===== config.mk =====
export PLATFORM = sky130hd
export DESIGN_NAME = hazard_unit
export DESIGN_NICKNAME = d
export VERILOG_FILES = /design/src/rtl/hazard_pkg.sv /design/src/rtl/reg_use_if.sv /design/src/rtl/hazard_unit.sv /design/src/rtl/operand_use_decode.sv /design/src/rtl/raw_hazard_detect.sv /design/src/rtl/stall_control.sv
export VERILOG_INCLUDE_DIRS = /design/src /design/src/rtl
export SDC_FILE = /design/constraint.sdc
export NUM_CORES = 1
export LEC_CHECK = 0
export ABC_AREA = 1
export BUFFER_PORTS_ARGS = -buffer_cell sky130_fd_sc_hd__buf_4
export CAP_MARGIN = 25
export CORE_AREA = 4 4 67 51
export CTS_CLUSTER_DIAMETER = 80
export DETAILED_ROUTE_END_ITERATION = 7
export DIE_AREA = 0 0 71 55
export PLACE_DENSITY = 0.95
export SLEW_MARGIN = 30
export SYNTH_ARGS = -nofsm -noshare
export SYNTH_HDL_FRONTEND = slang
export SYNTH_SLANG_ARGS = --single-unit

===== constraint.sdc =====
create_clock -name clk -period 2.6 [get_ports clk]
set_clock_uncertainty 0.15 [all_clocks]
set_input_delay 0.26 -clock clk [delete_from_list [all_inputs] [get_ports clk]]
set_output_delay 0.26 -clock clk [all_outputs]
set_load 0.02 [all_outputs]

===== src/rtl/hazard_consts.svh =====
`ifndef HAZARD_CONSTS_SVH
`define HAZARD_CONSTS_SVH

// Field widths
`define REG_IDX_W       5
`define CD_CTRL_W       3
`define EXE_CTRL_W      5
`define EXE_SRC_W       3
`define MEM_CTRL_W      4
`define WB_CTRL_W       4

// ID hazard class, 5 and 6 reserved
`define CD_NONE         3'd0
`define CD_BRANCHES     3'd1
`define CD_JALR         3'd2
`define CD_FENCE_I      3'd3
`define CD_EBREAK       3'd4

`define EXE_NOP         5'd0

// EXE operand source
`define EXE_SRC_NOP     3'd0
`define EXE_R_R         3'd1
`define EXE_R_I         3'd2
`define EXE_PC_I        3'd3
`define EXE_R_CSR       3'd4
`define EXE_NOTR_CSR    3'd5
`define EXE_CSR_ZIMM    3'd6
`define EXE_CSR_NOTZIMM 3'd7

`define MEM_NOP         4'd0
`define MEM_LOAD        4'd1
`define MEM_SB          4'd2
`define MEM_SH          4'd3
`define MEM_SW          4'd4
`define MEM_SD          4'd5
`define MEM_FENCE_I     4'd6

// Write-back select
`define WB_NOP          4'd0
`define WB_EXE          4'd1
`define WB_MEM          4'd2
`define WB_IMM          4'd3
`define WB_SNPC         4'd4
`define WB_CSRRW        4'd5
`define WB_CSRRS        4'd6
`define WB_CSRRWI       4'd7
`define WB_ECALL        4'd8

`endif


===== src/rtl/hazard_pkg.sv =====
`include "hazard_consts.svh"

package hazard_pkg;

    typedef logic [`REG_IDX_W-1:0]  reg_idx_t;   // General register number

    typedef logic [`CD_CTRL_W-1:0]  cd_ctrl_t;   // ID hazard class

    typedef logic [`EXE_CTRL_W-1:0] exe_ctrl_t;

    typedef logic [`EXE_SRC_W-1:0]  exe_src_t;   // EXE operand source

    typedef logic [`MEM_CTRL_W-1:0] mem_ctrl_t;

    typedef logic [`WB_CTRL_W-1:0]  wb_ctrl_t;   // Write-back select

endpackage


===== src/rtl/reg_use_if.sv =====
`timescale 1ns/1ps

interface reg_use_if;

    // Register sources read per stage
    logic id_rs1_read;
    logic id_rs2_read;
    logic exe_rs1_read;
    logic exe_rs2_read;
    logic mem_rs2_read;

    // Destinations written per stage
    logic exe_rd_write;
    logic mem_rd_write;
    logic wb_rd_write;

    modport decode (
        output id_rs1_read, id_rs2_read, exe_rs1_read, exe_rs2_read,
        output mem_rs2_read, exe_rd_write, mem_rd_write, wb_rd_write
    );

    modport detect (
        input id_rs1_read, id_rs2_read, exe_rs1_read, exe_rs2_read,
        input mem_rs2_read, exe_rd_write, mem_rd_write, wb_rd_write
    );

endinterface


===== src/rtl/hazard_unit.sv =====
`timescale 1ns/1ps

module hazard_unit import hazard_pkg::*; (
    input  logic      clk,
    input  logic      reset,
    input  logic      id_valid_in,
    input  cd_ctrl_t  cd_ctrl,
    input  reg_idx_t  id_rs1,
    input  reg_idx_t  id_rs2,
    input  logic      exe_valid_in,
    input  exe_ctrl_t exe_ctrl,
    input  exe_src_t  exe_src,
    input  wb_ctrl_t  exe_wb_ctrl,
    input  reg_idx_t  exe_rs1,
    input  reg_idx_t  exe_rs2,
    input  reg_idx_t  exe_rd,
    input  logic      mem_valid_in,
    input  mem_ctrl_t mem_ctrl,
    input  wb_ctrl_t  mem_wb_ctrl,
    input  reg_idx_t  mem_rs2,
    input  reg_idx_t  mem_rd,
    input  logic      wb_valid_in,
    input  wb_ctrl_t  wb_ctrl,
    input  reg_idx_t  wb_rd,
    input  logic      if_flush,
    output logic      if_valid,
    output logic      if_enable,
    output logic      id_valid,
    output logic      id_enable,
    output logic      exe_valid,
    output logic      exe_enable,
    output logic      mem_valid,
    output logic      mem_enable,
    output logic      wb_valid,
    output logic      halted
);

    logic id_conflict;
    logic exe_conflict;
    logic mem_conflict;

    reg_use_if u_use ();

    operand_use_decode u_decode (
        .id_valid_in  (id_valid_in),
        .cd_ctrl      (cd_ctrl),
        .exe_valid_in (exe_valid_in),
        .exe_ctrl     (exe_ctrl),
        .exe_src      (exe_src),
        .exe_wb_ctrl  (exe_wb_ctrl),
        .mem_valid_in (mem_valid_in),
        .mem_ctrl     (mem_ctrl),
        .mem_wb_ctrl  (mem_wb_ctrl),
        .wb_valid_in  (wb_valid_in),
        .wb_ctrl      (wb_ctrl),
        .reg_use      (u_use.decode)
    );

    raw_hazard_detect u_detect (
        .reg_use      (u_use.detect),
        .id_rs1       (id_rs1),
        .id_rs2       (id_rs2),
        .exe_rs1      (exe_rs1),
        .exe_rs2      (exe_rs2),
        .exe_rd       (exe_rd),
        .mem_rs2      (mem_rs2),
        .mem_rd       (mem_rd),
        .wb_rd        (wb_rd),
        .id_conflict  (id_conflict),
        .exe_conflict (exe_conflict),
        .mem_conflict (mem_conflict)
    );

    stall_control u_ctrl (
        .clk          (clk),
        .reset        (reset),
        .id_conflict  (id_conflict),
        .exe_conflict (exe_conflict),
        .mem_conflict (mem_conflict),
        .id_valid_in  (id_valid_in),
        .exe_valid_in (exe_valid_in),
        .mem_valid_in (mem_valid_in),
        .wb_valid_in  (wb_valid_in),
        .if_flush     (if_flush),
        .cd_ctrl      (cd_ctrl),
        .mem_ctrl     (mem_ctrl),
        .if_valid     (if_valid),
        .if_enable    (if_enable),
        .id_valid     (id_valid),
        .id_enable    (id_enable),
        .exe_valid    (exe_valid),
        .exe_enable   (exe_enable),
        .mem_valid    (mem_valid),
        .mem_enable   (mem_enable),
        .wb_valid     (wb_valid),
        .halted       (halted)
    );

endmodule


===== src/rtl/operand_use_decode.sv =====
`timescale 1ns/1ps
`include "hazard_consts.svh"

module operand_use_decode import hazard_pkg::*; (
    input  logic      id_valid_in,
    input  cd_ctrl_t  cd_ctrl,
    input  logic      exe_valid_in,
    input  exe_ctrl_t exe_ctrl,
    input  exe_src_t  exe_src,
    input  wb_ctrl_t  exe_wb_ctrl,
    input  logic      mem_valid_in,
    input  mem_ctrl_t mem_ctrl,
    input  wb_ctrl_t  mem_wb_ctrl,
    input  logic      wb_valid_in,
    input  wb_ctrl_t  wb_ctrl,
    reg_use_if.decode reg_use
);

    logic exe_rs1_read;
    logic exe_rs2_read;
    logic mem_rs2_read;

    // Write-back codes that land in the general register file
    function automatic logic writes_rd(input logic valid, input wb_ctrl_t code);
        logic hit;
        case (code)
            `WB_EXE, `WB_MEM, `WB_IMM, `WB_SNPC,
            `WB_CSRRW, `WB_CSRRS, `WB_CSRRWI: hit = 1'b1;
            default: hit = 1'b0;    // NOP and ecall leave rd alone
        endcase
        return valid & hit;
    endfunction

    assign reg_use.id_rs1_read = id_valid_in &&
                                 (cd_ctrl == `CD_BRANCHES || cd_ctrl == `CD_JALR);
    assign reg_use.id_rs2_read = id_valid_in && (cd_ctrl == `CD_BRANCHES);

    always_comb begin
        exe_rs1_read = 1'b0;
        exe_rs2_read = 1'b0;
        if (exe_valid_in && exe_ctrl != `EXE_NOP) begin
            case (exe_src)
                `EXE_R_R: begin
                    exe_rs1_read = 1'b1;
                    exe_rs2_read = 1'b1;
                end
                `EXE_R_I, `EXE_R_CSR, `EXE_NOTR_CSR: begin
                    exe_rs1_read = 1'b1;
                end
                default: begin
                    exe_rs1_read = 1'b0;    // PC or zimm operands
                end
            endcase
        end
    end

    // Stores read rs2 for the write data
    always_comb begin
        mem_rs2_read = 1'b0;
        if (mem_valid_in) begin
            case (mem_ctrl)
                `MEM_SB, `MEM_SH, `MEM_SW, `MEM_SD: mem_rs2_read = 1'b1;
                default: mem_rs2_read = 1'b0;
            endcase
        end
    end

    assign reg_use.exe_rs1_read = exe_rs1_read;
    assign reg_use.exe_rs2_read = exe_rs2_read;
    assign reg_use.mem_rs2_read = mem_rs2_read;

    assign reg_use.exe_rd_write = writes_rd(exe_valid_in, exe_wb_ctrl);
    assign reg_use.mem_rd_write = writes_rd(mem_valid_in, mem_wb_ctrl);
    assign reg_use.wb_rd_write  = writes_rd(wb_valid_in, wb_ctrl);

endmodule


===== src/rtl/raw_hazard_detect.sv =====
`timescale 1ns/1ps

module raw_hazard_detect import hazard_pkg::*; (
    reg_use_if.detect reg_use,
    input  reg_idx_t  id_rs1,
    input  reg_idx_t  id_rs2,
    input  reg_idx_t  exe_rs1,
    input  reg_idx_t  exe_rs2,
    input  reg_idx_t  exe_rd,
    input  reg_idx_t  mem_rs2,
    input  reg_idx_t  mem_rd,
    input  reg_idx_t  wb_rd,
    output logic      id_conflict,
    output logic      exe_conflict,
    output logic      mem_conflict
);

    logic exe_rd_hit_id_rs1;
    logic exe_rd_hit_id_rs2;
    logic mem_rd_hit_id;
    logic wb_rd_hit_id;
    logic mem_rd_hit_exe;
    logic wb_rd_hit_exe;

    // Destination in flight against each ID source
    assign exe_rd_hit_id_rs1 = reg_use.exe_rd_write && (id_rs1 == exe_rd);
    assign exe_rd_hit_id_rs2 = reg_use.exe_rd_write && (id_rs2 == exe_rd);

    assign mem_rd_hit_id = reg_use.mem_rd_write &&
                           ((reg_use.id_rs1_read && id_rs1 == mem_rd) ||
                            (reg_use.id_rs2_read && id_rs2 == mem_rd));
    assign wb_rd_hit_id  = reg_use.wb_rd_write &&
                           ((reg_use.id_rs1_read && id_rs1 == wb_rd) ||
                            (reg_use.id_rs2_read && id_rs2 == wb_rd));

    assign id_conflict = (reg_use.id_rs1_read && exe_rd_hit_id_rs1) ||
                         (reg_use.id_rs2_read && exe_rd_hit_id_rs2) ||
                         mem_rd_hit_id || wb_rd_hit_id;

    // EXE sources only see MEM and WB
    assign mem_rd_hit_exe = reg_use.mem_rd_write &&
                            ((reg_use.exe_rs1_read && exe_rs1 == mem_rd) ||
                             (reg_use.exe_rs2_read && exe_rs2 == mem_rd));
    assign wb_rd_hit_exe  = reg_use.wb_rd_write &&
                            ((reg_use.exe_rs1_read && exe_rs1 == wb_rd) ||
                             (reg_use.exe_rs2_read && exe_rs2 == wb_rd));

    assign exe_conflict = mem_rd_hit_exe || wb_rd_hit_exe;

    assign mem_conflict = reg_use.mem_rs2_read && reg_use.wb_rd_write &&
                          (mem_rs2 == wb_rd);   // Store data not yet written back

endmodule


===== src/rtl/stall_control.sv =====
`timescale 1ns/1ps
`include "hazard_consts.svh"

module stall_control import hazard_pkg::*; (
    input  logic      clk,
    input  logic      reset,
    input  logic      id_conflict,
    input  logic      exe_conflict,
    input  logic      mem_conflict,
    input  logic      id_valid_in,
    input  logic      exe_valid_in,
    input  logic      mem_valid_in,
    input  logic      wb_valid_in,
    input  logic      if_flush,
    input  cd_ctrl_t  cd_ctrl,
    input  mem_ctrl_t mem_ctrl,
    output logic      if_valid,
    output logic      if_enable,
    output logic      id_valid,
    output logic      id_enable,
    output logic      exe_valid,
    output logic      exe_enable,
    output logic      mem_valid,
    output logic      mem_enable,
    output logic      wb_valid,
    output logic      halted
);

    logic ebreak_id;
    logic fence_wait;
    logic any_conflict;
    logic pipe_empty;

    assign ebreak_id    = id_valid_in && (cd_ctrl == `CD_EBREAK);
    // fence.i holds fetch until its MEM pass, regardless of ID valid
    assign fence_wait   = (cd_ctrl == `CD_FENCE_I) && (mem_ctrl != `MEM_FENCE_I);
    assign any_conflict = id_conflict || exe_conflict || mem_conflict;
    assign pipe_empty   = !exe_valid_in && !mem_valid_in && !wb_valid_in;

    assign if_valid   = !(id_conflict || ebreak_id || fence_wait);
    assign if_enable  = !any_conflict;
    assign id_valid   = !(id_valid_in && if_flush);     // Taken branch kills ID
    assign id_enable  = !(any_conflict || ebreak_id);
    assign exe_valid  = !(id_conflict || ebreak_id);    // Bubble into EXE
    assign exe_enable = !(exe_conflict || mem_conflict);
    assign mem_valid  = !exe_conflict;
    assign mem_enable = !mem_conflict;
    assign wb_valid   = !mem_conflict;

    // Sticky once ebreak reaches ID with the rest of the pipe drained
    always_ff @(posedge clk) begin
        if (reset) begin
            halted <= 1'b0;
        end else if (ebreak_id && pipe_empty) begin
            halted <= 1'b1;
        end
    end

endmodule


==> results of run 1 <==
## worst paths after layout
kind	start	end	slack (ns)	cells past startpoint
worst max register to register	u_ctrl.halted	u_ctrl.halted	1.91	2
worst max-delay path	wb_rd[3]	id_enable	0.88	8
worst min-delay path	reset	u_ctrl.halted	0.27	2
worst min register to register	u_ctrl.halted	u_ctrl.halted	0.29	2
## layer usage
| layer | track usage (%) | vias to the layer above | routed length, um |
|---|---|---|---|
| met2 | 34.5 | 61 | 1880 |
| met1 | 23.6 | 683 | 1630 |
| met4 | 1.25 | 0 | 26 |
| met3 | 2.17 | 2 | 348 |
| met5 | 0 | - | 0 |
| li1 | - | 873 | - |
## area by class of cell
class | instances | area [um2] | share of cell area (%)
inverters | 39 | 146 | 7.99
multi-input cells | 195 | 998 | 54.5
flip-flops and latches | 1 | 20.0 | 1.09
repair buffers | 83 | 623 | 34.0
well taps | 36 | 45.0 | 2.46
## per-stage QoR
step           worst slack (ns)  instances  area [um2]  power (mW)
3_5_place_dp              0.872        354        1830       0.279
6_report                  0.884        354        1830       0.280
4_1_cts                   0.871        354        1830       0.280
5_1_grt                   0.747        354        1830       0.306
2_1_floorplan             0.803        241        1210       0.147
3_3_place_gp              0.927        354        1830       0.273
## worst register-to-register path, delay by kind of cell, from the launching register on
kind | cells | cell delay, ns
AO/OA/AOI/OAI | 1 | 0.12
flip-flops | 1 | 0.31
buffers and inverters | 1 | 0.04
## where the power goes
| group | internal [mW] | switching, mW | total (mW) | leakage (nW) |
|---|---|---|---|---|
| logic | 0.139 | 0.125 | 0.264 | 1.05 |
| clock network | 0 | 0 | 0 | 0 |
| registers | 0.0158 | 0.0000599 | 0.0158 | 0.00806 |
| total | 0.155 | 0.125 | 0.280 | 1.05 |
## cell families (layout without fill, tap and decap cells)
| group | Yosys count | after routing | synth area share, % |
|---|---|---|---|
| AOI/OAI and AO/OA | 3 | 3 | 1.24 |
| xor gates and xnor gates | 35 | 35 | 25.4 |
| buffers and inverters | 45 | 122 | 15.6 |
| DFF | 1 | 1 | 1.66 |
| and+or+nand+nor | 157 | 157 | 56.1 |
## cell usage in the layout (no fill, tap or decap), drive strengths merged
master,netlist,final
nand2,90,90
buf,6,83
inv,39,39
nor2,37,37
xnor2,24,24
xor2,11,11
nand3,11,11
nor3,8,8
nand4,4,4
nand3b,3,3
o21ai,2,2
and2,1,1
or2,1,1
nor4b,1,1
and3,1,1
a21oi,1,1
dfxtp,1,1
==> metrics.yaml, run 1 <==
sta:
  rsz0062_at_grt: "false"
  layout_min_cycle_time_ns: 1.72
  hold_viol_final: 0
  tns_ns: 0
  fin_crit_sh_pct: 66.0
  finalMaxSlewViolations: 0
  fmax_mhz: 583
  hold_ws_ns: 0.267
  tightestPinTransition_ns: 0.395
  setup_viol: 0
  slew-limit-headroom_pct: 73.5
clocking:
  cts_hold_buf: 0
  clkTransAtPathRegs_ns: 0
  cts-resized-gates: 0
  clock_latency_ns: 0
  post_cts_buffers: 0
floorplanning:
  core_um2: 2720
  die-area_um2: 3910
  io_pins: 84
  chipWidth_um: 71
  fp-row-count: 16
  start_util_pct: 44.3
  die_h_um: 55
finish:
  reg.largest.list: "u_ctrl.halted (1)"
  finish.utilization_pct: 67.3
  drive_gt1_share_pct: 29.9
  largest_register: "u_ctrl.halted"
  nets: 394
  largest_register_ffs: 1
  syn2layout_area_growth_pct: 51.8
  nFillCells: 266
  antenna-diode-count: 0
pwr:
  p_leak_nw: 1.05
  worst_ir_drop_vdd_mv: 0.0779
  power_density_nw_per_um2: 153
synth:
  syn_avg_cell_area_um2: 5.01
  seq_area_frac_synth_pct: 1.66
  ys_ff_latch: 1
  synth_area_leaders: "nand2_1, xnor2_1, nor2_1, inv_1, xor2_1"
  synthesis.area_um2: 1210
  synthTopCellsByCount: "nand2_1, nor2_1, inv_1, xnor2_1, xor2_1"
  yosysMostFrequentCell: "nand2_1"
  synth_cells: 241
  synth_edf_count: 0
  synth_top_cell_by_area: "nand2_1"
  synth_nets: 315
  ys_warn_count: 0
  synth.distinct_cells: 24
  yosys_most_used_dff: "dfxtp_1"
  synth_top_area_share_pct: 27.4
  async_flop_share_pct: 0
worst_hold_path:
  hp-class: "in -> reg"
global_routing:
  antenna_found_initial: 0
  grt.overflow.total: 0
  grt_max_degree: 7
  grt_pass1_vias: 1410
  grtUsageTotal_pct: 18.2
  grt_pass1_wl_mm: 5.86
route:
  wl_mm: 3.88
  ant_nets: 0
  initialDrtViolationCount: 58
  wire_per_inst_um: 11.0
  drc_errors: 0
  drt-pass1-iter-count: 4
  routed_via_density: 4.57
  via_count: 1619
critical_path:
  critPathMaxStageDelay_ns: 0.27
  critPathMaxFanout: 6
  critPathBufInv: 2
  crit_path_end_kind: "output port"
  cp.required_ns: 2.19
  cp_common_cell: "buf_4"
  worstSetupPathType: "in -> out"
  slowest_stage: "xor2_1"
  arrival_ns: 1.31
  start_kind: "input pin"
  crit_chain: "buf_4 > xor2_1 > nor2_1 > nand3_1 > nand3b_1 > nand3_2 > nor2_2 > buf_4"
  cp_top_family: "simple AND/OR/NAND/NOR gates"
placement:
  gp_congestion: 0.887
  place_hpwl_mm: 3.59
  io_buffers: 83
flow_run:
  maxCapViolations: 0
status:
  status: "finished, final reports clean"
Note: power is estimated with default switching activity, not from simulation.
==> run 2, diff against run 1 <==
Settings changed: CORE_AREA 4 4 67 51 to 4 4 73 55, DIE_AREA 0 0 71 55 to 0 0 77 59, PLACE_DENSITY 0.95 to 0.86.
Clock period 2.6 ns to 1.55 ns, I/O delays scaled along.
==> metrics.yaml, run 2 (synthesis gave the netlist of run 1 again) <==
status:
  status: "finished, final reports clean"
finish:
  antenna-diode-count: 0  # unchanged
  final_common_cell: "nand2_1"
  syn2layout_area_growth_pct: 77.0
  layout.cells.non_filler: 358  # +1.1%
  largest_register: "u_ctrl.halted"
  finish.utilization_pct: 63.7  # -3.6 points
  nets: 394  # unchanged
  nFillCells: 310  # +17%
  largest_register_ffs: 1  # unchanged
  drive_gt1_share_pct: 43.7  # +14 points
  reg.largest.list: "u_ctrl.halted (1)"
  final_cell_mix: "nand2_1, buf_4, nor2_1"
  final_area_um2: 2140  # +17%
worst_hold_path:
  hold_depth: 2  # unchanged
  hold_path_startpoint: "reset"
  worstHoldEndpoint: "u_ctrl.halted"
  hp-class: "in -> reg"
critical_path:
  cp.required_ns: 1.24  # -0.95 ns
  reg2reg_to: "u_ctrl.halted"
  arrival_ns: 1.22  # -0.09 ns
  reg2reg_depth: 2  # unchanged
  crit_path_end_kind: "output port"
  r2r_slack_ns: 0.81  # -1.10 ns
  start_kind: "input pin"
  r2r_start: "u_ctrl.halted"
  critPathMaxFanout: 6  # unchanged
  worstSetupPathType: "in -> out"
clocking:
  clkTransAtPathRegs_ns: 0  # unchanged
  cts-resized-gates: 0  # unchanged
  clock_latency_ns: 0  # unchanged
  post_cts_buffers: 0  # unchanged
  cts_hold_buf: 0  # unchanged
sta:
  finalMaxSlewViolations: 0  # unchanged
  tightestPinTransition_ns: 0.371  # -0.0238 ns
  hold_viol_final: 0  # unchanged
  fmax_mhz: 657
  layout_min_cycle_time_ns: 1.52
  fin_crit_sh_pct: 98.2
  rsz0062_at_grt: "true"
  slew-limit-headroom_pct: 75.1  # +1.6 points
  tns_ns: 0  # unchanged
  setup_viol: 0  # unchanged
route:
  wire_per_inst_um: 12.1  # +11%
  ant_nets: 0  # unchanged
  drt-pass1-iter-count: 4  # unchanged
  drc_errors: 0  # unchanged
  wl_mm: 4.34  # +12%
  via_count: 1671  # +3.2%
  routed_via_density: 4.67  # +2.1%
  initialDrtViolationCount: 106  # +83%
floorplanning:
  core_um2: 3360  # +23%
  die_h_um: 59  # +7.3%
  fp-row-count: 18  # +2
  die-area_um2: 4540  # +16%
  io_pins: 84  # unchanged
  chipWidth_um: 77  # +8.5%
  start_util_pct: 36.0  # -8.4 points
pwr:
  power_density_nw_per_um2: 262  # +71%
  p_leak_nw: 1.15  # +9.1%
  design_power_total_uw: 559  # +100%
  worst_ir_drop_vdd_mv: 0.157  # +100%
placement:
  io_buffers: 83  # unchanged
  place_hpwl_mm: 3.68  # +2.4%
  dpl.cell_count: 358  # +1.1%
  place_area_um2: 1840  # +0.61%
  gp_congestion: 0.909  # +2.4%
flow_run:
  maxCapViolations: 0  # unchanged
global_routing:
  grt.overflow.total: 0  # unchanged
  antenna_found_initial: 0  # unchanged
  grtUsageTotal_pct: 17.0  # -1.2 points
  grt_pass1_wl_mm: 6.42  # +9.5%
  grt_max_degree: 7  # unchanged
  grt_pass1_vias: 1519  # +7.7%
run 2: cell count changes in the layout (fill, tap and decap cells not counted), sizes merged:
cell and delta:
clkinv +1, inv -1
run 2: routing by layer:
metal	vias up	part of all wire (%)	routed length (um)	global-route usage, %
met3	0	11	487	3.65
met5	-	0	0	0
li1	876	-	-	-
met4	0	0	0	0.508
met2	80	47	2030	29.0
met1	715	42	1830	23.6
run 2: critical path: stages:
cell,delay (ns)
buf_12,0.12
xnor2_2,0.14
nand2_1,0.09
nor2_2,0.14
nand3_1,0.09
nand2_1,0.09
nand2_2,0.08
and2_4,0.17
buf_4,0.15
run 2: worst max path at each step:
stage          slack (ns)  startpoint  cells past startpoint         end
6_report             0.03    wb_rd[1]                      9   mem_valid
5_1_grt             -0.03   mem_rd[4]                     13  exe_enable
4_1_cts              0.01   mem_rd[4]                     12   mem_valid
3_5_place_dp         0.02   mem_rd[4]                     12   mem_valid
3_3_place_gp         0.03   mem_rd[2]                      9   mem_valid
2_1_floorplan       -0.02    wb_rd[2]                      5    wb_valid
run 2: power breakdown:
part	total, mW	internal [mW]	switching [mW]	leakage, nW
clock network	0	0	0	0
registers	0.0266	0.0265	0.000112	0.00806
logic	0.533	0.281	0.251	1.14
run 2: final cells by class:
| class | count | area (um2) | area share, % |
|---|---|---|---|
| Multi-Input combinational cell | 195 | 1190 | 55.9 |
| Inverter | 39 | 164 | 7.67 |
| Tap cell | 40 | 50.0 | 2.34 |
| Sequential cell | 1 | 20.0 | 0.937 |
| Timing Repair Buffer | 83 | 709 | 33.2 |
run 2: metrics by stage:
step                setup WS, ns  hold slack [ns]
floorplan                -0.0182           0.0741
global placement          0.0261            0.159
detailed placement        0.0180            0.172
CTS                       0.0124            0.172
global route             -0.0308            0.174
finish                    0.0286            0.170
